==> config.mk <==
export PLATFORM = sky130hd
export DESIGN_NAME = arcade_io_top
export DESIGN_NICKNAME = d
export VERILOG_FILES = /design/src/axil_pkg.sv /design/src/arcade_io_pkg.sv /design/src/game_buttons_if.sv /design/src/key_decode.sv /design/src/control_merge.sv /design/src/config_regs.sv /design/src/overlay_color.sv /design/src/arcade_io_top.sv
export VERILOG_INCLUDE_DIRS = /design/src
export SDC_FILE = /design/constraint.sdc
export NUM_CORES = 1
export LEC_CHECK = 0
export BUFFER_PORTS_ARGS = -buffer_cell sky130_fd_sc_hd__buf_4
export CAP_MARGIN = 20
export CORE_MARGIN = 2
export CORE_UTILIZATION = 46
export CTS_BUF_LIST = sky130_fd_sc_hd__clkbuf_16
export DETAILED_ROUTE_END_ITERATION = 8
export GPL_ROUTABILITY_DRIVEN = 0
export PLACE_DENSITY = 0.84
export SLEW_MARGIN = 30
export SYNTH_ARGS = -nofsm -noshare
export SYNTH_HDL_FRONTEND = slang
export SYNTH_SLANG_ARGS = --single-unit
==> constraint.sdc <==
create_clock -name clk_sys -period 2.4 [get_ports clk_sys]
set_clock_uncertainty 0.1 [all_clocks]
set_input_delay 0.24 -clock clk_sys [delete_from_list [all_inputs] [get_ports clk_sys]]
set_output_delay 0.24 -clock clk_sys [all_outputs]
set_load 0.05 [all_outputs]
==> src/arcade_consts.svh <==
`ifndef ARCADE_CONSTS_SVH
`define ARCADE_CONSTS_SVH

`define KEY_LEFT        8'h6B // Cursor left.
`define KEY_RIGHT       8'h74 // Cursor right.
`define KEY_COIN        8'h76 // ESC.
`define KEY_ONE         8'h05 // F1.
`define KEY_TWO         8'h06 // F2.
`define KEY_FIRE        8'h29 // Space.

// Register map, byte addresses.
`define REG_STATUS      4'h0
`define REG_CONTROLS    4'h4

`define OVL_TOP_LINE    9'd16  // First line of the white band.
`define OVL_BOTTOM_LINE 9'd200 // First line of the green band.

`define GAME_RST_CYCLES 5'd16  // Soft reset pulse length.

`endif

==> src/axil_pkg.sv <==
`default_nettype none

package axil_pkg;

	typedef enum logic [1:0] {
		resp_okay   = 2'b00,
		resp_slverr = 2'b10
	} axil_resp_t;

	// One copy per channel, write and read run independently.
	typedef enum logic {
		st_idle = 1'b0, // Ready to accept.
		st_resp = 1'b1  // Response valid, waiting for ready.
	} axil_state_t;

endpackage

`default_nettype wire

==> src/arcade_io_pkg.sv <==
`default_nettype none

package arcade_io_pkg;

	typedef enum logic [2:0] {
		act_none,
		act_left,
		act_right,
		act_coin,
		act_one,
		act_two,
		act_fire
	} key_action_t;

	// Encoded as {r, g, b}.
	typedef enum logic [2:0] {
		col_black = 3'b000,
		col_red   = 3'b100,
		col_green = 3'b010,
		col_white = 3'b111
	} ovl_color_t;

	// Merged controls, active high, left in bit 0.
	typedef struct packed {
		logic two;
		logic one;
		logic coin;
		logic fire;
		logic right;
		logic left;
	} ctrl_state_t;

endpackage

`default_nettype wire

==> src/game_buttons_if.sv <==
`timescale 1ns/1ps
`default_nettype none

interface game_buttons_if;
	logic left;  // Held keyboard buttons, active high.
	logic right;
	logic fire;
	logic coin;
	logic one;
	logic two;

	modport source (output left, right, fire, coin, one, two);
	modport sink (input left, right, fire, coin, one, two);
endinterface

interface config_if;
	logic [1:0] scanlines;
	logic       overlay_off;
	logic       reset_req;   // One cycle pulse.
	logic [5:0] controls;    // Merged state for readback.

	modport regs (output scanlines, overlay_off, reset_req, input controls);
	modport merge (input reset_req, output controls);
	modport video (input overlay_off);
endinterface

`default_nettype wire

==> src/key_decode.sv <==
`timescale 1ns/1ps
`default_nettype none
`include "arcade_consts.svh"

module key_decode (
	input  logic           clk_sys,
	input  logic           rst,
	input  logic           key_strobe,
	input  logic           key_pressed,
	input  logic [7:0]     key_code,
	game_buttons_if.source btn
);
	import arcade_io_pkg::*;

	key_action_t action;

	always_comb begin
		case (key_code)
			`KEY_LEFT:  action = act_left;
			`KEY_RIGHT: action = act_right;
			`KEY_COIN:  action = act_coin;
			`KEY_ONE:   action = act_one;
			`KEY_TWO:   action = act_two;
			`KEY_FIRE:  action = act_fire;
			default:    action = act_none; // Unmapped key.
		endcase
	end

	// Each key keeps its own level, so presses overlap freely.
	always_ff @(posedge clk_sys) begin
		if (rst) begin
			btn.left  <= 1'b0;
			btn.right <= 1'b0;
			btn.fire  <= 1'b0;
			btn.coin  <= 1'b0;
			btn.one   <= 1'b0;
			btn.two   <= 1'b0;
		end else if (key_strobe) begin
			case (action)
				act_left:  btn.left  <= key_pressed;
				act_right: btn.right <= key_pressed;
				act_coin:  btn.coin  <= key_pressed;
				act_one:   btn.one   <= key_pressed;
				act_two:   btn.two   <= key_pressed;
				act_fire:  btn.fire  <= key_pressed;
				default: ;
			endcase
		end
	end

endmodule

`default_nettype wire

==> src/control_merge.sv <==
`timescale 1ns/1ps
`default_nettype none
`include "arcade_consts.svh"

module control_merge (
	input  logic         clk_sys,
	input  logic         rst,
	game_buttons_if.sink btn,
	config_if.merge      cfg,
	input  logic [7:0]   joystick_0,
	input  logic [7:0]   joystick_1,
	output logic         move_left_n,
	output logic         move_right_n,
	output logic         fire_n,
	output logic         sel1_n,
	output logic         sel2_n,
	output logic         coin,
	output logic         game_rst_n
);
	import arcade_io_pkg::*;

	ctrl_state_t ctrl_q;
	logic [4:0]  rst_cnt;

	always_ff @(posedge clk_sys) begin
		if (rst) begin
			ctrl_q <= '0;
		end else begin
			ctrl_q.left  <= btn.left | joystick_0[1] | joystick_1[1];
			ctrl_q.right <= btn.right | joystick_0[0] | joystick_1[0];
			ctrl_q.fire  <= btn.fire | joystick_0[4] | joystick_1[4];
			ctrl_q.coin  <= btn.coin;
			ctrl_q.one   <= btn.one;
			ctrl_q.two   <= btn.two;
		end
	end

	assign move_left_n  = ~ctrl_q.left; // Core inputs are active low.
	assign move_right_n = ~ctrl_q.right;
	assign fire_n       = ~ctrl_q.fire;
	assign sel1_n       = ~ctrl_q.one;
	assign sel2_n       = ~ctrl_q.two;
	assign coin         = ctrl_q.coin;  // Coin stays active high.
	assign cfg.controls = ctrl_q;

	// Game reset stretcher, low for rst_cnt + 1 cycles after a trigger.
	always_ff @(posedge clk_sys) begin
		if (rst) begin
			rst_cnt    <= 5'd2; // Short tail after board reset.
			game_rst_n <= 1'b0;
		end else if (cfg.reset_req) begin
			rst_cnt    <= `GAME_RST_CYCLES - 5'd1;
			game_rst_n <= 1'b0;
		end else if (rst_cnt != 5'd0) begin
			rst_cnt    <= rst_cnt - 5'd1;
			game_rst_n <= 1'b0;
		end else begin
			game_rst_n <= 1'b1;
		end
	end

endmodule

`default_nettype wire

==> src/config_regs.sv <==
`timescale 1ns/1ps
`default_nettype none
`include "arcade_consts.svh"

module config_regs (
	input  logic                clk_sys,
	input  logic                rst,
	input  logic [3:0]          awaddr,
	input  logic                awvalid,
	output logic                awready,
	input  logic [31:0]         wdata,
	input  logic                wvalid,
	output logic                wready,
	output axil_pkg::axil_resp_t bresp,
	output logic                bvalid,
	input  logic                bready,
	input  logic [3:0]          araddr,
	input  logic                arvalid,
	output logic                arready,
	output logic [31:0]         rdata,
	output axil_pkg::axil_resp_t rresp,
	output logic                rvalid,
	input  logic                rready,
	config_if.regs              cfg
);
	import axil_pkg::*;

	axil_state_t wr_state;
	axil_state_t rd_state;
	logic        wr_go;
	logic        rd_go;

	// Address and data are taken together in one cycle.
	assign wr_go   = (wr_state == st_idle) && awvalid && wvalid;
	assign awready = wr_go;
	assign wready  = wr_go;
	assign bvalid  = (wr_state == st_resp);

	assign arready = (rd_state == st_idle);
	assign rd_go   = arready && arvalid;
	assign rvalid  = (rd_state == st_resp);

	always_ff @(posedge clk_sys) begin
		if (rst) begin
			wr_state        <= st_idle;
			cfg.scanlines   <= 2'd0;
			cfg.overlay_off <= 1'b0;
			cfg.reset_req   <= 1'b0;
		end else begin
			cfg.reset_req <= 1'b0;
			case (wr_state)
				st_idle: begin
					if (wr_go) begin
						wr_state <= st_resp;
						if (awaddr == `REG_STATUS) begin
							cfg.scanlines   <= wdata[4:3];
							cfg.overlay_off <= wdata[5];
							cfg.reset_req   <= wdata[6]; // Self clearing.
						end
					end
				end
				st_resp: begin
					if (bready)
						wr_state <= st_idle;
				end
				default: wr_state <= st_idle;
			endcase
		end
	end

	always_ff @(posedge clk_sys) begin
		if (wr_go) begin
			if (awaddr == `REG_STATUS || awaddr == `REG_CONTROLS)
				bresp <= resp_okay;
			else
				bresp <= resp_slverr;
		end
	end

	always_ff @(posedge clk_sys) begin
		if (rst) begin
			rd_state <= st_idle;
		end else begin
			case (rd_state)
				st_idle: if (rd_go) rd_state <= st_resp;
				st_resp: if (rready) rd_state <= st_idle;
				default: rd_state <= st_idle;
			endcase
		end
	end

	// Read data is captured at acceptance and held through the stall.
	always_ff @(posedge clk_sys) begin
		if (rd_go) begin
			case (araddr)
				`REG_STATUS: begin
					rdata <= {25'd0, 1'b0, cfg.overlay_off, cfg.scanlines, 3'd0};
					rresp <= resp_okay;
				end
				`REG_CONTROLS: begin
					rdata <= {26'd0, cfg.controls};
					rresp <= resp_okay;
				end
				default: begin
					rdata <= 32'd0;
					rresp <= resp_slverr;
				end
			endcase
		end
	end

endmodule

`default_nettype wire

==> src/overlay_color.sv <==
`timescale 1ns/1ps
`default_nettype none
`include "arcade_consts.svh"

module overlay_color (
	input  logic    clk_sys,
	input  logic    rst,
	input  logic    video,
	input  logic    hsync_in,
	input  logic    vsync_in,
	config_if.video cfg,
	output logic    video_r,
	output logic    video_g,
	output logic    video_b,
	output logic    hsync,
	output logic    vsync
);
	import arcade_io_pkg::*;

	logic [8:0] line_cnt;
	ovl_color_t pix_color;
	ovl_color_t color_q;

	// hsync is the delayed copy of hsync_in, so it doubles as the edge detector.
	always_ff @(posedge clk_sys) begin
		if (rst || vsync_in)
			line_cnt <= 9'd0;
		else if (hsync_in && !hsync)
			line_cnt <= line_cnt + 9'd1;
	end

	always_comb begin
		if (!video)
			pix_color = col_black;
		else if (cfg.overlay_off)
			pix_color = col_white;
		else if (line_cnt < `OVL_TOP_LINE)
			pix_color = col_red;   // Top band.
		else if (line_cnt >= `OVL_BOTTOM_LINE)
			pix_color = col_green; // Bottom band.
		else
			pix_color = col_white;
	end

	always_ff @(posedge clk_sys) begin
		if (rst) begin
			color_q <= col_black;
			hsync   <= 1'b0;
			vsync   <= 1'b0;
		end else begin
			color_q <= pix_color;
			hsync   <= hsync_in; // Keeps sync aligned with colour.
			vsync   <= vsync_in;
		end
	end

	assign {video_r, video_g, video_b} = color_q;

endmodule

`default_nettype wire

==> src/arcade_io_top.sv <==
`timescale 1ns/1ps
`default_nettype none

module arcade_io_top (
	input  logic                clk_sys,
	input  logic                rst,
	input  logic                key_strobe,
	input  logic                key_pressed,
	input  logic [7:0]          key_code,
	input  logic [7:0]          joystick_0,
	input  logic [7:0]          joystick_1,
	output logic                move_left_n,
	output logic                move_right_n,
	output logic                fire_n,
	output logic                sel1_n,
	output logic                sel2_n,
	output logic                coin,
	output logic                game_rst_n,
	input  logic [3:0]          awaddr,
	input  logic                awvalid,
	output logic                awready,
	input  logic [31:0]         wdata,
	input  logic                wvalid,
	output logic                wready,
	output axil_pkg::axil_resp_t bresp,
	output logic                bvalid,
	input  logic                bready,
	input  logic [3:0]          araddr,
	input  logic                arvalid,
	output logic                arready,
	output logic [31:0]         rdata,
	output axil_pkg::axil_resp_t rresp,
	output logic                rvalid,
	input  logic                rready,
	input  logic                video,
	input  logic                hsync_in,
	input  logic                vsync_in,
	output logic                video_r,
	output logic                video_g,
	output logic                video_b,
	output logic                hsync,
	output logic                vsync,
	output logic [1:0]          scanlines
);

	game_buttons_if btn_bus ();
	config_if       cfg_bus ();

	assign scanlines = cfg_bus.scanlines; // Goes on to the scan doubler.

	key_decode u_key_decode (
		.clk_sys     (clk_sys),
		.rst         (rst),
		.key_strobe  (key_strobe),
		.key_pressed (key_pressed),
		.key_code    (key_code),
		.btn         (btn_bus.source)
	);

	control_merge u_control_merge (
		.clk_sys      (clk_sys),
		.rst          (rst),
		.btn          (btn_bus.sink),
		.cfg          (cfg_bus.merge),
		.joystick_0   (joystick_0),
		.joystick_1   (joystick_1),
		.move_left_n  (move_left_n),
		.move_right_n (move_right_n),
		.fire_n       (fire_n),
		.sel1_n       (sel1_n),
		.sel2_n       (sel2_n),
		.coin         (coin),
		.game_rst_n   (game_rst_n)
	);

	config_regs u_config_regs (
		.clk_sys (clk_sys),
		.rst     (rst),
		.awaddr  (awaddr),
		.awvalid (awvalid),
		.awready (awready),
		.wdata   (wdata),
		.wvalid  (wvalid),
		.wready  (wready),
		.bresp   (bresp),
		.bvalid  (bvalid),
		.bready  (bready),
		.araddr  (araddr),
		.arvalid (arvalid),
		.arready (arready),
		.rdata   (rdata),
		.rresp   (rresp),
		.rvalid  (rvalid),
		.rready  (rready),
		.cfg     (cfg_bus.regs)
	);

	overlay_color u_overlay_color (
		.clk_sys  (clk_sys),
		.rst      (rst),
		.video    (video),
		.hsync_in (hsync_in),
		.vsync_in (vsync_in),
		.cfg      (cfg_bus.video),
		.video_r  (video_r),
		.video_g  (video_g),
		.video_b  (video_b),
		.hsync    (hsync),
		.vsync    (vsync)
	);

endmodule

`default_nettype wire

# Word level (Yosys, flattened, before mapping)
# Cells that the tools add are included.
dict set report word_totals {
  word_cells 99
  input_bits 76
  ff_bits 74
  output_inout_bits 55
}
dict set report classes {
  bitwise_logic 16
  mux 16
  eq_ne 14
  order_cmp 2
  n_addsub 2
  n_reduce_logical 22
}
# op count
set ops {}
lappend ops {{$eq 8x7->1 const B} 3}
lappend ops {{$pmux 3 s6} 1}
lappend ops {{$eq 8x3->1 const B} 2}
lappend ops {{$pmux 6 s2} 1}
lappend ops {{$reduce_and 2->1} 6}
lappend ops {{$not 1->1} 10}
lappend ops {{$add 9x1->9 const B} 1}
lappend ops {{$eq 3x3->1 const B} 3}
lappend ops {{$ge 9x8->1 const B} 1}
lappend ops {{$lt 9x5->1 const B} 1}
lappend ops {{$mux 3} 3}
lappend ops {{$eq 4x3->1 const B} 2}
lappend ops {{$eq 8x6->1 const B} 1}
lappend ops {{$logic_not 4->1} 2}
lappend ops {{$mux 4} 2}
lappend ops {{$eq 3x2->1 const B} 2}
lappend ops {{$or 1x1->1} 6}
lappend ops {{$reduce_or 2->1} 3}
lappend ops {{$mux 1} 5}
lappend ops {{$reduce_bool 5->1} 1}
lappend ops {{$sub 5x1->5 const B} 1}
lappend ops {{$logic_and 1x1->1} 4}
lappend ops {{$mux 2} 2}
lappend ops {{$pmux 1 s2} 2}
lappend ops {{other kinds (6)} 7}

# Depth between registers and ports, before layout
# Gate-level depths: netlist of the first run.
dict set report depth {
  ltp_word 5
  mapped_depth 6
  mapped_depth_nobuf 5
}

# Hierarchy
# A second synthesis of the first run with hierarchy kept.
dict set report hier_totals {
  cells_unflattened 235
  hier_area_um2 2262.2
}
# module cells_per_inst area_per_inst_um2 n_inst seq_area_each_um2
set modules_own_cells {}
lappend modules_own_cells {config_regs 77 807.0 1 360.3}
lappend modules_own_cells {overlay_color 65 605.6 1 280.3}
lappend modules_own_cells {control_merge 52 478.0 1 240.2}
lappend modules_own_cells {key_decode 41 371.6 1 120.1}

# Worst setup path before layout of the first run
# No wires, ideal clock.
dict set report synth_timing {
  kind {reg2out}
  startpoint {reg u_config_regs.wr_state, in the netlist u_config_regs.bvalid}
  endpoint {out wready}
  n_path_buf 1
  stages_incl_launch_ff 4
  slack_ps 663
  arrival_time_ps 1397
  required_time_ps 2060
  cell_sequence {dfxtp_1 nand3b_1 inv_1 buf_4}
}
dict set report synth_via {
  elab_chain_len 3
}
# element line
set synth_rtl {}
lappend synth_rtl {{start: declaration} config_regs.sv:28} ;# axil_state_t wr_state;
lappend synth_rtl {{start signal: assignment} config_regs.sv:45} ;# wr_state <= st_idle;
lappend synth_rtl {{start signal: assignment} config_regs.sv:54} ;# wr_state <= st_resp;
lappend synth_rtl {{start signal: assignment} config_regs.sv:64} ;# wr_state <= st_idle;
lappend synth_rtl {{$not 1->1} config_regs.sv:34} ;# assign wr_go = (wr_state == st_idle) && awvalid && wvalid;
lappend synth_rtl {{$logic_and 1x1->1 (2 in series)} config_regs.sv:34}
lappend synth_rtl {{end: declaration} arcade_io_top.sv:24} ;# output logic wready,
# No other way between the ends.

# Worst setup path in the final report of the first run
dict set report layout_timing {
  startpoint {reg u_control_merge.rst_cnt[0]}
  endpoint {reg u_control_merge.rst_cnt[1]}
}
dict set report layout_via {
  elab_chain_len 1
  word_cells_on_any_way 2
  classes_between {add/sub: 1; reduce/logical: 1}
}
# element line
set layout_rtl {}
lappend layout_rtl {{start: declaration} control_merge.sv:23} ;# logic [4:0] rst_cnt;
lappend layout_rtl {{start signal: assignment} control_merge.sv:52} ;# rst_cnt <= `GAME_RST_CYCLES - 5'd1;
lappend layout_rtl {{start signal: assignment} control_merge.sv:55} ;# rst_cnt <= rst_cnt - 5'd1;
lappend layout_rtl {{$sub 5x1->5 / $reduce_bool 5->1 (equally long branches)} {control_merge.sv:55, control_merge.sv:54}}
# Several ways; a longest one is shown, not always the timed one.
# A chain may end at the register's enable or synchronous reset.

==> qor.yml, run 1 <==
outcome: "finished, final reports clean"
grt_max_degree: 29
seqPwrFrac_pct: 44.0
seq_area_um2: 1000
synth_largest_area_cell: "dfxtp_1"
synth_edf_count: 8
yosys-top-cells-area: "dfxtp_1 35%, edfxtp_1 11%, buf_4 10%"
maxCapViolCount: 0
cts_setup_buffers: 0
switchingPower_mw: 0.605
first_global_vias: 1522
r2r_cells: 5
fmax_mhz: 579
start_kind: "register"
dieHeight_um: 72.6
post-dp-hpwl_um: 3100
p_comb_share_pct: 22.8
crit_fanout: 7
yosys.area.top_type_share_pct: 35.1
ys_ff_latch: 46
clock_latency_ns: 0.28
worst_pin_slew_ns: 0.537
final_area_um2: 2710
synthArstFlopShare_pct: 0
crit_start: "u_control_merge.rst_cnt[0]"
postRouteAntennaNets: 0
dpl_cell_area_um2: 2570
finalHoldViolations: 0
regToRegSetupSlack_ns: 0.67
antenna_found_initial: 0
num-nets-final: 366
start_util_pct: 48.8
r2r_start: "u_control_merge.rst_cnt[0]"
num_vias: 1672
multi_input_area_um2: 953
post_drt_wl_per_cell_um: 11.6
placementRows: 24
r2r-end: "u_control_merge.rst_cnt[1]"
synthCells: 225
first_iter_violations: 67
fillers: 384
drtPass1Iterations: 4
finalSetupViolCount: 0
yosysWarnings: 0
postSynthAreaPerCell_um2: 9.63
leakagePower_nw: 1.20
p_int_mw: 1.37
maxSlewViolCount: 0
switching_share_pct: 30.6
route.detailed.drc: 0
ir_drop_v: 0.000443
rsz0062_at_grt: "false"
dieArea_um2: 5280
clkPwrFrac_pct: 33.2
cts_sinks: 46
hold_path.class: "in -> reg"
fin_hold_ws_ns: 0.0362
synth_ff_type: "dfxtp_1"
cts_buffer_depth: 2
io_buffer_count: 64
yosysUniqueCellTypes: 44
cp_data_required_time_ns: 2.52
cts_tree: "yes"
max-slew-margin-rel_pct: 64.1
track_usage_pct: 15.2
vias_per_cell: 4.92
yosysSeqAreaShare_pct: 46.2
cp-endpoint: "u_control_merge.rst_cnt[1]"
tns_ns: 0
p_per_area_nw_per_um2: 730
cts-htree-levels: 2
cts_root_buf: "clkbuf_16"
dieWidth_um: 72.6
finalCritPeriodShare_pct: 71.9
grt_pass1_wl_um: 6310
routed_wl_um: 3960
core_um2: 4440
path_clk_slew_ns: 0.06
cts_hold_buf: 0
synthesis.area_um2: 2170
drive_gt1_share_pct: 27.1
crit_type: "reg -> reg"
antenna_cells: 0
cts-resized-gates: 0
area_growth_pct: 25.0
cp.arrival_ns: 1.84
fin_crit_ns: 1.73
cts_buffers: 5
gr-total-overflow: 0
pin_count: 131
end_kind: "register"
[layer usage]
| metal | vias to the layer above | share of wire, % | GRT usage (%) |
|---|---|---|---|
| met5 | - | 0 | 0 |
| li1 | 844 | - | - |
| met1 | 759 | 42 | 16.9 |
| met2 | 62 | 49 | 27.0 |
| met4 | 0 | 1.6 | 6.79 |
| met3 | 7 | 7.7 | 4.01 |
[cells in the final DEF, fill, tap and decap left out, types with 2 or more instances in the layout]
master / n
ha_1: 3
and3_1: 3
clkbuf_16: 5
or4_1: 3
nand3b_1: 3
nor3_1: 5
nand4b_1: 4
mux2i_1: 13
nand2_1: 3
inv_1: 18
nor4bb_1: 2
nand3_1: 4
edfxtp_1: 8
nor2b_1: 4
nor3_2: 2
nand2b_1: 16
nor4_1: 2
or3_1: 4
o21ai_0: 3
nor2_1: 16
conb_1: 28
a21oi_1: 11
buf_4: 64
dfxtp_1: 38
nor3b_1: 3
o31ai_1: 3
[power by group through the flow]
stage	Sequential, mW	Combinational, mW	Clock (mW)
final	0.871	0.451	0.656
after global routing	0.876	0.489	0.694
after CTS	0.871	0.454	0.667
after detailed placement	0.888	0.452	0
after global placement	0.884	0.439	0
after floorplan	0.932	0.329	0
[how the worst min path moves through the flow]
| stage | start | depth (start not counted) | slack [ns] | to |
|---|---|---|---|---|
| 6_report | rready | 2 | 0.04 | u_config_regs.rvalid |
| 5_1_grt | rready | 2 | 0.04 | u_config_regs.rvalid |
| 4_1_cts | rready | 2 | 0.03 | u_config_regs.rvalid |
| 3_5_place_dp | u_control_merge.rst_cnt[4] | 2 | 0.33 | u_control_merge.rst_cnt[4] |
| 3_3_place_gp | u_control_merge.rst_cnt[4] | 2 | 0.32 | u_control_merge.rst_cnt[4] |
| 2_1_floorplan | rready | 1 | 0.24 | u_config_regs.rvalid |
[area by class of cell]
class	instances	share of cell area, %
flip-flops and latches	46	37.0
multi-input cells	152	35.2
repair buffers	64	17.7
clock buffers	5	4.62
inverters	18	2.49
well taps	52	2.40
clock inverters	3	0.600
[cells in the mapped netlist (4+ instances only)]
cell type	n
nand3_1	4
nor2_1	16
nand4b_1	4
dfxtp_1	38
inv_1	18
clkbuf_1	5
nand2b_1	16
a21oi_1	11
edfxtp_1	8
nor2b_1	4
mux2i_1	13
buf_4	29
nor3_1	5
or3_1	4
[registers in the layout, indices dropped and copies added (netlist names), 2 cells and up]
name / count
u_overlay_color.line_cnt: 9
u_config_regs.cfg.scanlines: 2
u_control_merge.cfg.controls: 5
u_overlay_color.color_q: 3
u_control_merge.rst_cnt: 5
u_config_regs.rdata: 6
[through the flow]
stage	setup slack, ns	total power [mW]	util (%)	instances
6_report	0.674	1.98	61.0	340
5_1_grt	0.567	2.06	61.0	340
4_1_cts	0.661	1.99	61.0	340
3_5_place_dp	0.688	1.34	57.8	332
3_3_place_gp	0.726	1.32	57.8	332
2_1_floorplan	0.663	1.26	-	252
[worst max-delay path, stage by stage, from the launching register on]
cell and delay (ns):
dfxtp_1 0.34, inv_1 0.09, ha_1 0.20, or4b_1 0.60, and2_4 0.23, o21ai_2 0.10
[cells by family after synthesis]
kind of cell	share of synthesized area [%]
AOI/OAI and AO/OA	6.93
xor gates and xnor gates	0.808
adders and majority gates	1.73
buffers and inverters	14.5
DFF	46.2
muxes	6.00
other	0.173
and+or+nand+nor	23.7
Power figures use the tool's default switching activity.
==> run 2, diff against run 1 <==
--- a/config.mk
+++ b/config.mk
@@ -9,11 +9,11 @@
 export BUFFER_PORTS_ARGS = -buffer_cell sky130_fd_sc_hd__buf_4
 export CAP_MARGIN = 20
 export CORE_MARGIN = 2
-export CORE_UTILIZATION = 46
+export CORE_UTILIZATION = 43
 export CTS_BUF_LIST = sky130_fd_sc_hd__clkbuf_16
 export DETAILED_ROUTE_END_ITERATION = 8
 export GPL_ROUTABILITY_DRIVEN = 0
-export PLACE_DENSITY = 0.84
+export PLACE_DENSITY = 0.79
 export SLEW_MARGIN = 30
 export SYNTH_ARGS = -nofsm -noshare
 export SYNTH_HDL_FRONTEND = slang
==> constraint.sdc (replaced) <==
create_clock -name clk_sys -period 1.7 [get_ports clk_sys]
set_clock_uncertainty 0.1 [all_clocks]
set_input_delay 0.17 -clock clk_sys [delete_from_list [all_inputs] [get_ports clk_sys]]
set_output_delay 0.17 -clock clk_sys [all_outputs]
set_load 0.05 [all_outputs]
==> qor.yml, run 2 (synthesis results as in run 1) <==
clock_latency_ns: 0.28
crit_type: "reg -> reg"
largestRegisters: "u_overlay_color.line_cnt x9, u_config_regs.rdata x6"
switching_share_pct: 30.1
post_drt_wl_per_cell_um: 11.3
drive_gt1_share_pct: 27.6
drtPass1Iterations: 4
p_comb_share_pct: 24.2
finalHoldViolations: 0
cp_data_required_time_ns: 1.81
hold_depth: 3
grt_max_degree: 29
vias_per_cell: 4.65
dieArea_um2: 5620
final_common_cell: "buf_4"
tns_ns: 0
outcome: "finished, final reports clean"
antenna_found_initial: 0
postRouteAntennaNets: 0
gr-total-overflow: 0
cts_tree: "yes"
core_um2: 4790
seq_area_um2: 1000
worstHoldStart: "joystick_1[0]"
fin_crit_ns: 1.58
finalCritPeriodShare_pct: 92.9
maxSlewViolCount: 0
p_int_mw: 1.97
track_usage_pct: 14.7
rsz0062_at_grt: "false"
cts_sinks: 46
min_to: "u_control_merge.cfg.controls[1]"
leakagePower_nw: 1.22
maxCapViolCount: 0
start_util_pct: 45.3
io_buffer_count: 64
cts_buffers: 5
route.detailed.drc: 0
max-slew-margin-rel_pct: 64.4
antenna_cells: 0
p_per_area_nw_per_um2: 1010
largest_register: "u_overlay_color.line_cnt"
area_growth_pct: 27.9
end_kind: "register"
num-nets-final: 371
r2r_start: "u_overlay_color.line_cnt[0]"
utilization_pct: 57.9
r2r-end: "u_overlay_color.line_cnt[8]"
clkPwrFrac_pct: 32.3
cts_root_buf: "clkbuf_16"
r2r_cells: 4
placementRows: 25
seqPwrFrac_pct: 43.5
hold_path.class: "in -> reg"
path_clk_slew_ns: 0.06
crit_fanout: 6
multi_input_area_um2: 957
ir_drop_v: 0.000454
switchingPower_mw: 0.848
cts_setup_buffers: 0
layout_common_cells: "66 x buf_4, 37 x dfxtp_1, 28 x conb_1"
fmax_mhz: 633
worst_pin_slew_ns: 0.533
post-dp-hpwl_um: 3060
start_kind: "register"
dieWidth_um: 75.0
regToRegSetupSlack_ns: 0.12
first_global_vias: 1419
num_vias: 1675
largest_register_ffs: 9
finalSetupViolCount: 0
routed_wl_um: 4070
cp.arrival_ns: 1.69
first_iter_violations: 41
pin_count: 131
cts_buffer_depth: 2
dieHeight_um: 75.0
fillers: 435
cts-htree-levels: 2
grt_pass1_wl_um: 6170
## run 2: how the worst max path moves through the flow
stage	start	slack, ns	to	cells after the start
after floorplan	u_config_regs.bvalid	0.03	wready	3
after global placement	u_control_merge.rst_cnt[0]	0.12	u_control_merge.rst_cnt[1]	5
after detailed placement	u_control_merge.rst_cnt[1]	0.07	u_control_merge.rst_cnt[0]	5
after CTS	u_control_merge.rst_cnt[1]	0.05	u_control_merge.rst_cnt[1]	5
after global routing	u_overlay_color.line_cnt[0]	0.01	u_overlay_color.line_cnt[8]	4
final	u_overlay_color.line_cnt[0]	0.12	u_overlay_color.line_cnt[8]	4
## run 2: cell type report
class,count,area share (%)
sequential,46,36.1
clock inverter,3,0.406
timing repair buffer,69,19.0
multi-input combinational,152,34.5
tap,67,3.02
inverter,18,2.44
clock buffer,5,4.51
## run 2: per-stage QoR
| step | area, um2 | std cells | total power, mW | worst slack [ns] | hold slack (ns) |
|---|---|---|---|---|---|
| finish | 2770 | 360 | 2.81 | 0.120 | 0.0176 |
| global route | 2770 | 360 | 2.94 | 0.0116 | 0.0181 |
| CTS | 2770 | 360 | 2.83 | 0.0480 | 0.0140 |
| detailed placement | 2600 | 349 | 1.91 | 0.0656 | 0.260 |
| global placement | 2600 | 349 | 1.89 | 0.118 | 0.257 |
| floorplan | 2270 | 252 | 1.78 | 0.0335 | 0.170 |
## run 2: power groups by stage
stage / logic (mW) / clock network [mW] / registers, mW
after floorplan: 0.464 / 0 / 1.32
after CTS: 0.675 / 0.934 / 1.22
after global placement: 0.650 / 0 / 1.24
final: 0.680 / 0.909 / 1.22
after detailed placement: 0.667 / 0 / 1.25
after global routing: 0.733 / 0.976 / 1.23
## run 2: critical path, stage by stage (launching register included)
cell      delay [ns]
dfxtp_1         0.35
ha_1            0.18
nand4b_1        0.21
or4_1           0.52
a21oi_1         0.14
## run 2: timing repair
action | in CTS | in global routing
endpoints found under the setup margin | 0 | 4
endpoints found under the hold margin | 2 | 0
hold buffers | 3 | 0
resized for setup | 0 | 2
## run 2: layer usage
layer / vias up / GRT usage (%) / share of wire (%)
met5: - / 0 / 0
li1: 847 / - / -
met3: 4 / 4.69 / 6.4
met4: 0 / 5.95 / 1.4
met1: 766 / 17.2 / 44
met2: 58 / 25.0 / 48
==> run 3, diff against run 2 <==
==> constraint.sdc (replaced) <==
create_clock -name clk_sys -period 1.5 [get_ports clk_sys]
set_clock_uncertainty 0.1 [all_clocks]
set_input_delay 0.15 -clock clk_sys [delete_from_list [all_inputs] [get_ports clk_sys]]
set_output_delay 0.15 -clock clk_sys [all_outputs]
set_load 0.05 [all_outputs]
==> qor.yml, run 3 (synthesis results as in run 1) <==
final_common_cell: "buf_4"
cts_tree: "yes"
p_per_area_nw_per_um2: 1120
dieWidth_um: 75.0
finalHoldViolations: 0
end_kind: "register"
post_drt_wl_per_cell_um: 11.6
utilization_pct: 61.5
maxSlewViolCount: 0
dieHeight_um: 75.0
post-dp-hpwl_um: 3100
path_clk_slew_ns: 0.06
cts-htree-levels: 2
largest_register_ffs: 9
place_ws_ns: -0.00762
first_iter_violations: 49
postRouteAntennaNets: 0
finalSetupViolCount: 0
antenna_found_initial: 0
drive_gt1_share_pct: 35.0
num_vias: 1712
grt_pass1_wl_um: 6720
critPathSlowestCell: "or4b_4"
start_util_pct: 45.3
crit_fanout: 7
cp_top_family: "simple AND/OR/NAND/NOR gates"
slowest_delay_ns: 0.52
cts_root_buf: "clkbuf_16"
clock_latency_ns: 0.28
fin_crit_ns: 1.48
r2r_cells: 5
layout_common_cells: "76 x buf_4, 32 x dfxtp_1, 28 x conb_1"
largest_register: "u_overlay_color.line_cnt"
pin_count: 131
fmax_mhz: 678
tns_ns: 0
area_growth_pct: 35.9
cts_buffers: 5
cts_sinks: 46
start_kind: "register"
antenna_cells: 0
grt_max_degree: 29
cp.arrival_ns: 1.58
cp_data_required_time_ns: 1.61
placed_cells: 355
vias_per_cell: 4.59
rsz0062_at_grt: "true"
cts_buffer_depth: 2
gr-total-overflow: 0
stdcell_count: 373
largestRegisters: "u_overlay_color.line_cnt x9, u_config_regs.rdata x6"
outcome: "finished, final reports clean"
maxCapViolCount: 0
placementRows: 25
path_depth: 5
track_usage_pct: 15.9
path_buf_inv: 1
power_mw: 3.29
dieArea_um2: 5620
io_buffer_count: 64
hold_depth: 3
routed_wl_um: 4310
drtPass1Iterations: 4
ir_drop_v: 0.000510
worst_slack_ns: 0.0240
hold_path.class: "in -> reg"
finalCritPeriodShare_pct: 98.4
leakagePower_nw: 1.28
first_global_vias: 1520
crit_type: "reg -> reg"
cp_cell_sequence: "inv_2 -> ha_4 -> or4b_4 -> and2_4 -> o21ai_2"
core_um2: 4790
num-nets-final: 384
route.detailed.drc: 0
## run 3: cell types whose count changed in the layout (fill, tap and decap cells not counted), moves of 2 or more
cell / before / now
dlygate4sd3_1: 3 / 6
dfxtp_2: 1 / 6
ha_1: 3 / 1
inv_1: 18 / 16
buf_4: 66 / 76
ha_4: 0 / 2
a21oi_2: 0 / 2
dfxtp_1: 37 / 32
a21oi_1: 11 / 9
## run 3: repair_timing
action / 4_1_cts / 5_1_grt
hold buffers: 7 / 1
cloned: 0 / 0
hold endpoints to repair: 4 / 1
setup buffers: 1 / 3
setup endpoints to repair: 3 / 9
pin swaps: 6 / 3
gates resized for setup: 6 / 6
## run 3: layout make-up
type / count / area, um2
fillers: 428 / 1840
multi-input cells: 152 / 1010
flip-flops and latches: 46 / 1010
repair buffers: 82 / 631
clock buffers: 5 / 125
well taps: 67 / 83.8
inverters: 18 / 71.3
clock inverters: 3 / 12.5
## run 3: metal layers
layer  track usage [%]  wire length [um]
met4              4.76                51
met1              18.5              1740
met2              28.5              2240
met3              4.42               276
met5                 0                 0
## run 3: worst min-delay path: cells and delay by family
family / cells / cell delay, ns
buf+inv: 1 / 0.08
simple gates: 2 / 0.12
## run 3: power breakdown
| group | switching (mW) | internal (mW) |
|---|---|---|
| clock network | 0.424 | 0.602 |
| registers | 0.0535 | 1.34 |
| logic | 0.519 | 0.354 |
| total | 0.997 | 2.29 |
## run 3: per-stage QoR
| step | cell area, um2 | hold WS (ns) |
|---|---|---|
| final | 2950 | 0.0143 |
| after global routing | 2950 | 0.0135 |
| after CTS | 2900 | 0.0160 |
| after detailed placement | 2670 | 0.245 |
| after global placement | 2670 | 0.237 |
| after floorplan | 2300 | 0.150 |
## run 3: path summary, 6_finish.rpt
path                                    from                              end  slack [ns]
hold / removal                 joystick_0[1]  u_control_merge.cfg.controls[0]        0.01
setup reg to reg  u_control_merge.rst_cnt[0]       u_control_merge.rst_cnt[1]        0.02
hold reg to reg   u_control_merge.rst_cnt[4]       u_control_merge.rst_cnt[4]        0.33
setup / recovery  u_control_merge.rst_cnt[0]       u_control_merge.rst_cnt[1]        0.02
